`config.mk`:
```
export PLATFORM = sky130hd
export DESIGN_NAME = mm2s_top
export DESIGN_NICKNAME = d
export VERILOG_FILES = /design/src/common/axi_pkg.sv /design/src/common/video_pkg.sv /design/src/mm2s/mm2s_top.sv /design/src/verilog/pixel_scaler.sv /design/src/mm2s/line_fifo.sv /design/src/mm2s/burst_reader.sv /design/src/mm2s/mm2s_ctrl.sv
export SDC_FILE = /design/constraint.sdc
export NUM_CORES = 2
export LEC_CHECK = 0
export BUFFER_PORTS_ARGS = -buffer_cell sky130_fd_sc_hd__buf_4
export CELL_PAD_IN_SITES_DETAIL_PLACEMENT = 2
export CELL_PAD_IN_SITES_GLOBAL_PLACEMENT = 2
export CORE_MARGIN = 1
export CORE_UTILIZATION = 40
export CTS_CLUSTER_DIAMETER = 120
export DETAILED_ROUTE_END_ITERATION = 7
export GPL_TIMING_DRIVEN = 0
export PLACE_DENSITY = 0.81
export SYNTH_ARGS = -nofsm -noshare
export SYNTH_HDL_FRONTEND = slang
export SYNTH_SLANG_ARGS = --single-unit
```
`constraint.sdc`:
```
create_clock -name clk -period 11.2 [get_ports clk]
set_input_delay 1.12 -clock clk [delete_from_list [all_inputs] [get_ports clk]]
set_output_delay 1.12 -clock clk [all_outputs]
set_load 0.02 [all_outputs]
```
`src/common/axi_pkg.sv`:
```
package axi_pkg;

	localparam int addr_width = 32;
	localparam int data_width = 32;

	// Longest burst in words
	localparam int burst_len = 4;

	localparam int beat_bytes = data_width / 8;

endpackage
```
`src/common/video_pkg.sv`:
```
package video_pkg;

	// Bits in one pixel
	localparam int pixel_width = 8;

	// Coordinate and size widths
	localparam int img_wbits = 12;
	localparam int img_hbits = 12;

	// Line stride in bytes
	localparam int stride_bits = 14;

	// Pixels packed into one memory word
	localparam int pix_per_word = axi_pkg::data_width / pixel_width;
	localparam int pix_sel_bits = 2;

endpackage

```
`src/mm2s/mm2s_top.sv`:
```
`timescale 1ns/1ps

module mm2s_top
	import video_pkg::*;
	import axi_pkg::*;
(
	input  logic                   clk,
	input  logic                   resetn,
	input  logic [stride_bits-1:0] stride,
	input  logic [img_wbits-1:0]   win_left,
	input  logic [img_wbits-1:0]   win_width,
	input  logic [img_hbits-1:0]   win_top,
	input  logic [img_hbits-1:0]   win_height,
	input  logic [img_wbits-1:0]   dst_width,
	input  logic [img_hbits-1:0]   dst_height,
	input  logic [addr_width-1:0]  frame_addr,
	input  logic                   fsync,
	output logic                   sof,
	output logic [addr_width-1:0]  araddr,
	output logic [7:0]             arlen,
	output logic                   arvalid,
	input  logic                   arready,
	input  logic [data_width-1:0]  rdata,
	input  logic                   rlast,
	input  logic                   rvalid,
	output logic                   rready,
	output logic [pixel_width-1:0] tdata,
	output logic                   tuser,
	output logic                   tlast,
	output logic                   tvalid,
	input  logic                   tready
);
	logic line_req;
	logic [addr_width-1:0] line_addr;
	logic [img_wbits-1:0] line_words;
	logic reader_idle;
	logic frame_start;
	logic line_done;
	logic wr_en;
	logic [data_width-1:0] wr_data;
	logic rd_en;
	logic [data_width-1:0] rd_data;
	logic fifo_full;
	logic fifo_empty;

	mm2s_ctrl mm2s_ctrl_i (
		.clk(clk),
		.resetn(resetn),
		.fsync(fsync),
		.frame_addr(frame_addr),
		.stride(stride),
		.win_left(win_left),
		.win_width(win_width),
		.win_top(win_top),
		.win_height(win_height),
		.dst_height(dst_height),
		.reader_idle(reader_idle),
		.line_done(line_done),
		.sof(sof),
		.frame_start(frame_start),
		.line_req(line_req),
		.line_addr(line_addr),
		.line_words(line_words)
	);

	burst_reader burst_reader_i (
		.clk(clk),
		.resetn(resetn),
		.line_req(line_req),
		.line_addr(line_addr),
		.line_words(line_words),
		.arready(arready),
		.rdata(rdata),
		.rlast(rlast),
		.rvalid(rvalid),
		.fifo_full(fifo_full),
		.araddr(araddr),
		.arlen(arlen),
		.arvalid(arvalid),
		.rready(rready),
		.reader_idle(reader_idle),
		.wr_en(wr_en),
		.wr_data(wr_data)
	);

	line_fifo line_fifo_i (
		.clk(clk),
		.resetn(resetn),
		.wr_en(wr_en),
		.wr_data(wr_data),
		.rd_en(rd_en),
		.rd_data(rd_data),
		.full(fifo_full),
		.empty(fifo_empty)
	);

	pixel_scaler pixel_scaler_i (
		.clk(clk),
		.resetn(resetn),
		.frame_start(frame_start),
		.win_left(win_left),
		.win_width(win_width),
		.dst_width(dst_width),
		.rd_data(rd_data),
		.empty(fifo_empty),
		.tready(tready),
		.rd_en(rd_en),
		.tdata(tdata),
		.tuser(tuser),
		.tlast(tlast),
		.tvalid(tvalid),
		.line_done(line_done)
	);

endmodule

```
`src/verilog/pixel_scaler.sv`:
```
`timescale 1ns/1ps

module pixel_scaler
	import video_pkg::*;
	import axi_pkg::*;
(
	input  logic                   clk,
	input  logic                   resetn,
	input  logic                   frame_start,
	input  logic [img_wbits-1:0]   win_left,
	input  logic [img_wbits-1:0]   win_width,
	input  logic [img_wbits-1:0]   dst_width,
	input  logic [data_width-1:0]  rd_data,
	input  logic                   empty,
	input  logic                   tready,
	output logic                   rd_en,
	output logic [pixel_width-1:0] tdata,
	output logic                   tuser,
	output logic                   tlast,
	output logic                   tvalid,
	output logic                   line_done
);
	localparam int acc_bits = img_wbits + 2;

	logic [pix_sel_bits-1:0] pix_idx;
	logic [pix_sel_bits-1:0] cur_idx;
	logic [pix_sel_bits-1:0] sel;
	logic [pix_sel_bits:0] consumed;
	logic [img_wbits-1:0] src_cnt;
	logic [img_wbits-1:0] src_next;
	logic [img_wbits-1:0] dst_cnt;
	logic [img_wbits-1:0] left;
	logic signed [acc_bits-1:0] hacc;
	logic signed [acc_bits-1:0] acc_walk;
	logic signed [acc_bits-1:0] acc_sel;
	logic signed [acc_bits-1:0] w_step;
	logic signed [acc_bits-1:0] d_step;
	logic found;
	logic step;
	logic line_end;
	logic word_end;
	logic at_start;
	logic first;

	assign w_step = {2'b00, win_width};
	assign d_step = {2'b00, dst_width};
	// First word of a line starts at the window's byte lane
	assign cur_idx = at_start ? win_left[pix_sel_bits-1:0] : pix_idx;
	assign left = win_width - src_cnt;
	assign step = !empty && (!tvalid || tready);

	// Search the rest of this word for the next selected pixel
	always_comb begin
		found = 1'b0;
		sel = cur_idx;
		acc_sel = hacc;
		acc_walk = hacc;
		consumed = '0;
		for (int k = 0; k < pix_per_word; k++) begin
			if (!found && k >= int'(cur_idx) && img_wbits'(consumed) < left) begin
				consumed = consumed + 1'b1;
				if (acc_walk >= 0) begin
					found = 1'b1;
					sel = pix_sel_bits'(k);
					acc_sel = acc_walk;
				end else begin
					acc_walk = acc_walk + d_step;
				end
			end
		end
	end

	assign src_next = src_cnt + img_wbits'(consumed);
	assign line_end = src_next == win_width;
	assign word_end = line_end || !found || sel == pix_sel_bits'(pix_per_word - 1);
	assign rd_en = step && word_end;

	always_ff @(posedge clk) begin
		if (!resetn) begin
			tvalid <= 1'b0;
			tuser <= 1'b0;
			tlast <= 1'b0;
			line_done <= 1'b0;
			first <= 1'b0;
			at_start <= 1'b1;
			pix_idx <= '0;
			src_cnt <= '0;
			dst_cnt <= '0;
			hacc <= '0;
		end else begin
			line_done <= tvalid && tready && tlast;
			if (tvalid && tready)
				tvalid <= 1'b0;
			if (step) begin
				if (found) begin
					tvalid <= 1'b1;
					tdata <= rd_data[sel*pixel_width +: pixel_width];
					tuser <= first;
					tlast <= dst_cnt == dst_width - 1;
					first <= 1'b0;
				end
				at_start <= line_end;
				if (line_end) begin
					src_cnt <= '0;
					dst_cnt <= '0;
					hacc <= '0;
				end else begin
					pix_idx <= word_end ? '0 : sel + 1'b1;
					src_cnt <= src_next;
					dst_cnt <= dst_cnt + img_wbits'(found);
					hacc <= found ? acc_sel - w_step + d_step : acc_walk;
				end
			end
			if (frame_start)
				first <= 1'b1;
		end
	end

endmodule

```
`src/mm2s/line_fifo.sv`:
```
`timescale 1ns/1ps

module line_fifo
	import axi_pkg::*;
#(
	parameter int depth = 16
) (
	input  logic                  clk,
	input  logic                  resetn,
	input  logic                  wr_en,
	input  logic [data_width-1:0] wr_data,
	input  logic                  rd_en,
	output logic [data_width-1:0] rd_data,
	output logic                  full,
	output logic                  empty
);
	localparam int ptr_bits = $clog2(depth);

	logic [data_width-1:0] mem [depth];
	logic [ptr_bits:0] wr_ptr;
	logic [ptr_bits:0] rd_ptr;

	// Extra pointer bit tells full from empty
	assign empty = wr_ptr == rd_ptr;
	assign full = (wr_ptr[ptr_bits] != rd_ptr[ptr_bits])
		&& (wr_ptr[ptr_bits-1:0] == rd_ptr[ptr_bits-1:0]);

	// Head word is always visible
	assign rd_data = mem[rd_ptr[ptr_bits-1:0]];

	always_ff @(posedge clk) begin
		if (wr_en)
			mem[wr_ptr[ptr_bits-1:0]] <= wr_data;
	end

	always_ff @(posedge clk) begin
		if (!resetn) begin
			wr_ptr <= '0;
			rd_ptr <= '0;
		end else begin
			if (wr_en)
				wr_ptr <= wr_ptr + 1'b1;
			if (rd_en)
				rd_ptr <= rd_ptr + 1'b1;
		end
	end

	a_no_overflow: assert property (@(posedge clk) disable iff (!resetn) !(wr_en && full));
	a_no_underflow: assert property (@(posedge clk) disable iff (!resetn) !(rd_en && empty));

endmodule

```
`src/mm2s/burst_reader.sv`:
```
`timescale 1ns/1ps

module burst_reader
	import video_pkg::*;
	import axi_pkg::*;
(
	input  logic                  clk,
	input  logic                  resetn,
	input  logic                  line_req,
	input  logic [addr_width-1:0] line_addr,
	input  logic [img_wbits-1:0]  line_words,
	input  logic                  arready,
	input  logic [data_width-1:0] rdata,
	input  logic                  rlast,
	input  logic                  rvalid,
	input  logic                  fifo_full,
	output logic [addr_width-1:0] araddr,
	output logic [7:0]            arlen,
	output logic                  arvalid,
	output logic                  rready,
	output logic                  reader_idle,
	output logic                  wr_en,
	output logic [data_width-1:0] wr_data
);
	logic [img_wbits-1:0] remaining;
	logic [img_wbits-1:0] burst_words;
	logic [addr_width-1:0] next_addr;
	logic [7:0] beat_cnt;

	function automatic logic [7:0] len_of(input logic [img_wbits-1:0] words);
		if (words > img_wbits'(burst_len))
			return 8'(burst_len - 1);
		return 8'(words - 1);
	endfunction

	assign burst_words = img_wbits'({1'b0, arlen} + 9'd1);

	// Stall R when the line buffer has no room
	assign rready = !fifo_full;
	assign wr_en = rvalid && rready;
	assign wr_data = rdata;

	always_ff @(posedge clk) begin
		if (!resetn) begin
			arvalid <= 1'b0;
			reader_idle <= 1'b1;
			remaining <= '0;
			beat_cnt <= '0;
		end else begin
			if (line_req) begin
				arvalid <= 1'b1;
				araddr <= line_addr;
				arlen <= len_of(line_words);
				remaining <= line_words;
				reader_idle <= 1'b0;
			end else if (arvalid && arready) begin
				arvalid <= 1'b0;
				remaining <= remaining - burst_words;
				next_addr <= araddr + burst_words * beat_bytes;
			end else if (wr_en && rlast) begin
				if (remaining == '0) begin
					reader_idle <= 1'b1;
				end else begin
					arvalid <= 1'b1;
					araddr <= next_addr;
					arlen <= len_of(remaining);
				end
			end

			if (arvalid && arready)
				beat_cnt <= '0;
			else if (wr_en)
				beat_cnt <= beat_cnt + 1'b1;
		end
	end

	a_rlast_len: assert property (@(posedge clk) disable iff (!resetn)
		wr_en |-> (rlast == (beat_cnt == arlen)));

endmodule

```
`src/mm2s/mm2s_ctrl.sv`:
```
`timescale 1ns/1ps

module mm2s_ctrl
	import video_pkg::*;
	import axi_pkg::*;
(
	input  logic                   clk,
	input  logic                   resetn,
	input  logic                   fsync,
	input  logic [addr_width-1:0]  frame_addr,
	input  logic [stride_bits-1:0] stride,
	input  logic [img_wbits-1:0]   win_left,
	input  logic [img_wbits-1:0]   win_width,
	input  logic [img_hbits-1:0]   win_top,
	input  logic [img_hbits-1:0]   win_height,
	input  logic [img_hbits-1:0]   dst_height,
	input  logic                   reader_idle,
	input  logic                   line_done,
	output logic                   sof,
	output logic                   frame_start,
	output logic                   line_req,
	output logic [addr_width-1:0]  line_addr,
	output logic [img_wbits-1:0]   line_words
);
	localparam int acc_bits = img_hbits + 2;

	typedef enum logic [1:0] {st_idle, st_seek, st_request, st_drain} state_t;

	state_t state;
	logic [addr_width-1:0] row_addr;
	logic signed [acc_bits-1:0] vacc;
	logic signed [acc_bits-1:0] h_step;
	logic signed [acc_bits-1:0] d_step;
	logic [img_hbits-1:0] req_cnt;
	logic [img_hbits-1:0] done_cnt;
	logic [img_hbits-1:0] done_next;
	logic [img_wbits:0] words_raw;

	assign h_step = {2'b00, win_height};
	assign d_step = {2'b00, dst_height};
	assign done_next = done_cnt + img_hbits'(line_done);

	// Lead-in pixels plus window, rounded up to whole words
	assign words_raw = {1'b0, win_width} + (img_wbits+1)'(win_left[pix_sel_bits-1:0])
		+ (img_wbits+1)'(pix_per_word - 1);

	assign frame_start = sof;

	always_ff @(posedge clk) begin
		if (!resetn) begin
			state <= st_idle;
			sof <= 1'b0;
			line_req <= 1'b0;
			req_cnt <= '0;
			done_cnt <= '0;
			vacc <= '0;
		end else begin
			sof <= 1'b0;
			line_req <= 1'b0;
			if (line_done)
				done_cnt <= done_next;
			case (state)
			st_idle: begin
				if (fsync) begin
					sof <= 1'b1;
					row_addr <= frame_addr + win_top * stride + win_left;
					vacc <= '0;
					req_cnt <= '0;
					done_cnt <= '0;
					state <= st_seek;
				end
			end
			// Step over source rows that no destination row maps to
			st_seek: begin
				if (vacc >= 0) begin
					state <= st_request;
				end else begin
					vacc <= vacc + d_step;
					row_addr <= row_addr + stride;
				end
			end
			st_request: begin
				if (reader_idle) begin
					line_req <= 1'b1;
					line_addr <= row_addr & ~addr_width'(beat_bytes - 1);
					line_words <= img_wbits'(words_raw >> pix_sel_bits);
					vacc <= vacc - h_step + d_step;
					row_addr <= row_addr + stride;
					req_cnt <= req_cnt + 1'b1;
					state <= (req_cnt == dst_height - 1) ? st_drain : st_seek;
				end
			end
			st_drain: begin
				if (done_next == dst_height)
					state <= st_idle;
			end
			default: state <= st_idle;
			endcase
		end
	end

	// Reader takes one line at a time
	a_req_idle: assert property (@(posedge clk) disable iff (!resetn)
		line_req |-> reader_idle);

endmodule

```
==> results.yml <==
setup_path:
  critPathBufInv: 4
  critPathRequiredTime_ns: 11.77
  cp_max_fo: 10
  critical_path.startpoint_type: "input pin"
  crit_path_max_incr_delay_ns: 0.55
  r2r_slack_ns: 0.70
  cp_slowest_cell: "sky130_fd_sc_hd__a2111o_1"
  cp_top_family: "compound AO/OA/AOI/OAI gates"
  critical_path_arrival_ns: 11.22
  critPathCaptureType: "register"
  crit_path_frequent_cell: "sky130_fd_sc_hd__ha_1"
  setup.worst_path.class: "in2reg"
logic_synthesis:
  synth-edff-count: 665
  synth_cell_type_count: 83
  number_of_warnings_reported_in_the_yosys_synthesis_log: 0
  synth_seq_cells: 781
  post_synth_design_cell_area_um2: 46600
  async_flop_share_pct: 0
  synth_sequential_area_ratio_pct: 47.8
  dominantRegCellSynth: "sky130_fd_sc_hd__edfxtp_1"
  syn-num-nets: 4374
  netlist_instances: 3771
  syn_avg_cell_area_um2: 12.4
min_path:
  hp-class: "reg2reg"
grt:
  globalRoute.totalOverflow: 0
  grt_first_pass_wirelength_um: 235000
  grt_max_degree: 32
  grt.total_usage_pct: 27.2
  grt_pass1_vias: 35700
  antenna_violations_before_repair: 17
placed_design:
  dp_hpwl_um: 120000
  place.port_buffers: 209
  finalWeightedCongestion: 0.838
floorplanning:
  fp.dieW_um: 343
  core_area_um2: 115000
  row_count: 124
  initial_utilization_pct: 40.5
  die-height_um: 343
  design.die.area_um2: 118000
  boundaryPins: 211
timing:
  setup_viol: 0
  worst_clock_skew_ns: 0.0991
  fin_crit_ns: 10.65
  rsz_0062_raised_after_global_routing: "no"
  final-hold-violation-count: 0
  max-slew-margin-rel_pct: 14.9
  timing.setup.tns_ns: 0
  timing.final.crit_share_pct: 95.1
  maxSlewViolCount: 0
  tightest_slew_ns: 1.28
  clock.fmax_mhz: 93.9
final_layout:
  fillCellCount: 11400
  layout-area-overhead-vs-synth_pct: 15.1
  layout-drive-gt1-share_pct: 15.6
  fin_nets: 4711
  seq_area_um2: 22300
  multi_input_logic_area_um2: 22600
  layout_commonest_cell: "sky130_fd_sc_hd__edfxtp_1"
  most-common-layout-cells: "665 x sky130_fd_sc_hd__edfxtp_1, 358 x sky130_fd_sc_hd__inv_1, 284 x sky130_fd_sc_hd__nand2_1"
power:
  power_density_nw_per_um2: 247
  total_leakage_power_nw: 20.3
  finalPower_mw: 13.2
  vdd_drop_max_mv: 0.217
clock_network:
  cts_buffer_depth: 3
  tritoncts: "done"
  clk_pin_slew_ns: 0.06
  tritoncts_num_sinks: 781
  clk_root_buffer_cell: "sky130_fd_sc_hd__clkbuf_16"
  clock_tree.htree_level_count: 3
  cts_made_buffers: 86
  insertion_delay_ns: 0.71
job:
  max_cap_viol_count: 0
drt:
  route.detailed.vias_per_inst: 5.67
  vias_post_dr: 32300
  dr.pass1.iters: 5
  routed_wirelength_um: 161000
  drc_violations_left: 0
  route.antenna.remaining_nets: 0
  routed_wire_length_per_instance_um: 28.2
  detailedRoute.firstIterationViolations: 2235
status:
  run_status: "finished, final reports clean"
cell usage after synthesis (15+ instances only):
| cell | count | area [um2] |
|---|---|---|
| sky130_fd_sc_hd__buf_1 | 16 | 60.1 |
| sky130_fd_sc_hd__a211oi_1 | 28 | 210 |
| sky130_fd_sc_hd__a31oi_1 | 20 | 125 |
| sky130_fd_sc_hd__mux4_2 | 160 | 3600 |
| sky130_fd_sc_hd__o21a_1 | 21 | 158 |
| sky130_fd_sc_hd__and3_1 | 36 | 225 |
| sky130_fd_sc_hd__ha_1 | 257 | 3220 |
| sky130_fd_sc_hd__a21oi_1 | 191 | 956 |
| sky130_fd_sc_hd__nor3_1 | 54 | 270 |
| sky130_fd_sc_hd__xor2_1 | 117 | 1020 |
| sky130_fd_sc_hd__o21bai_1 | 26 | 195 |
| sky130_fd_sc_hd__mux2_2 | 55 | 619 |
| sky130_fd_sc_hd__a21o_1 | 49 | 368 |
| sky130_fd_sc_hd__nor2b_1 | 33 | 206 |
| sky130_fd_sc_hd__nand2b_1 | 34 | 213 |
| sky130_fd_sc_hd__fa_1 | 189 | 3780 |
| sky130_fd_sc_hd__clkbuf_1 | 111 | 417 |
| sky130_fd_sc_hd__mux2i_1 | 63 | 631 |
| sky130_fd_sc_hd__and2_1 | 66 | 413 |
| sky130_fd_sc_hd__nand4_1 | 38 | 238 |
| sky130_fd_sc_hd__nor2_1 | 239 | 897 |
| sky130_fd_sc_hd__nand3_1 | 61 | 305 |
| sky130_fd_sc_hd__xnor2_1 | 178 | 1560 |
| sky130_fd_sc_hd__inv_1 | 358 | 1340 |
| sky130_fd_sc_hd__o22ai_1 | 16 | 100 |
| sky130_fd_sc_hd__nand2_1 | 284 | 1070 |
| sky130_fd_sc_hd__nor4_1 | 15 | 93.8 |
| sky130_fd_sc_hd__dfxtp_1 | 116 | 2320 |
| sky130_fd_sc_hd__o21ai_0 | 95 | 475 |
| sky130_fd_sc_hd__edfxtp_1 | 665 | 20000 |
flip-flops by register name, summed over array words and instances, names as in the netlist, 11 cells and up, named ones only:
register	count
pixel_scaler_i.dst_cnt	12
mm2s_ctrl_i.row_addr	32
mm2s_ctrl_i.vacc	14
mm2s_ctrl_i.line_addr	30
mm2s_ctrl_i.done_cnt	12
pixel_scaler_i.hacc	14
mm2s_ctrl_i.req_cnt	12
burst_reader_i.remaining	12
burst_reader_i.next_addr	32
burst_reader_i.araddr	32
line_fifo_i.mem	512
mm2s_ctrl_i.line_words	11
pixel_scaler_i.src_cnt	12
power breakdown:
part,switching [mW],internal (mW)
Combinational,3.92,2.79
Clock,1.27,1.62
Sequential,0.158,3.48
Total,5.36,7.88
cell type report:
type,instances,area share (%)
inverter,358,2.50
clock buffer,107,4.16
multi-input combinational,2495,42.1
sequential,781,41.5
antenna,10,0.0466
buffer,137,1.04
tap,1512,3.53
timing repair buffer,249,3.97
clock inverter,51,1.07
tightest hold or removal path: cells and delay by family, from the launching register on:
family	cells	cell delay, ns
DFF	1	0.31
and+or+nand+nor	2	0.10
repair_timing:
action | 4_1_cts | 5_1_grt
pin swaps | 3 | 5
setup buffers | 2 | 6
gates cloned | 0 | 0
resized for setup | 4 | 16
hold buffers | 0 | 0
setup endpoints to repair | 4 | 40
cells by family after synthesis:
logic type	share of synthesized area (%)
compound gates	7.75
simple gates	9.27
mux	10.4
fa+ha+maj	15.0
flops	47.8
buf+inv	4.06
xor+xnor	5.67
metal layers:
metal	up-vias	routed length [um]	global-route usage, %
met5	-	98	0
met4	16	5350	9.42
met3	274	8180	4.63
met2	943	82400	48.2
met1	16800	64900	33.2
li1	14300	-	-
path summary, 6_finish.rpt:
path / startpoint / endpoint / cells past startpoint
min reg2reg: pixel_scaler_i.tvalid / pixel_scaler_i.line_done / 2
max reg2reg: pixel_scaler_i.src_cnt[5] / pixel_scaler_i.hacc[7] / 41
min: pixel_scaler_i.tvalid / pixel_scaler_i.line_done / 2
max: win_width[0] / pixel_scaler_i.hacc[7] / 41
through the flow:
stage | cell area (um2) | utilization [%] | hold WS [ns] | instances | setup slack, ns
floorplan | 46600 | - | 0.431 | 3771 | 0.849
global placement | 50100 | 43.6 | 0.443 | 5492 | -1.02
detailed placement | 50700 | 44.1 | 0.449 | 5524 | -1.29
CTS | 53500 | 46.6 | 0.461 | 5684 | 0.0171
global route | 53600 | 46.7 | 0.468 | 5697 | 0.000875
finish | 53700 | 46.7 | 0.458 | 5700 | 0.549
(Power assumes the default switching activity.)
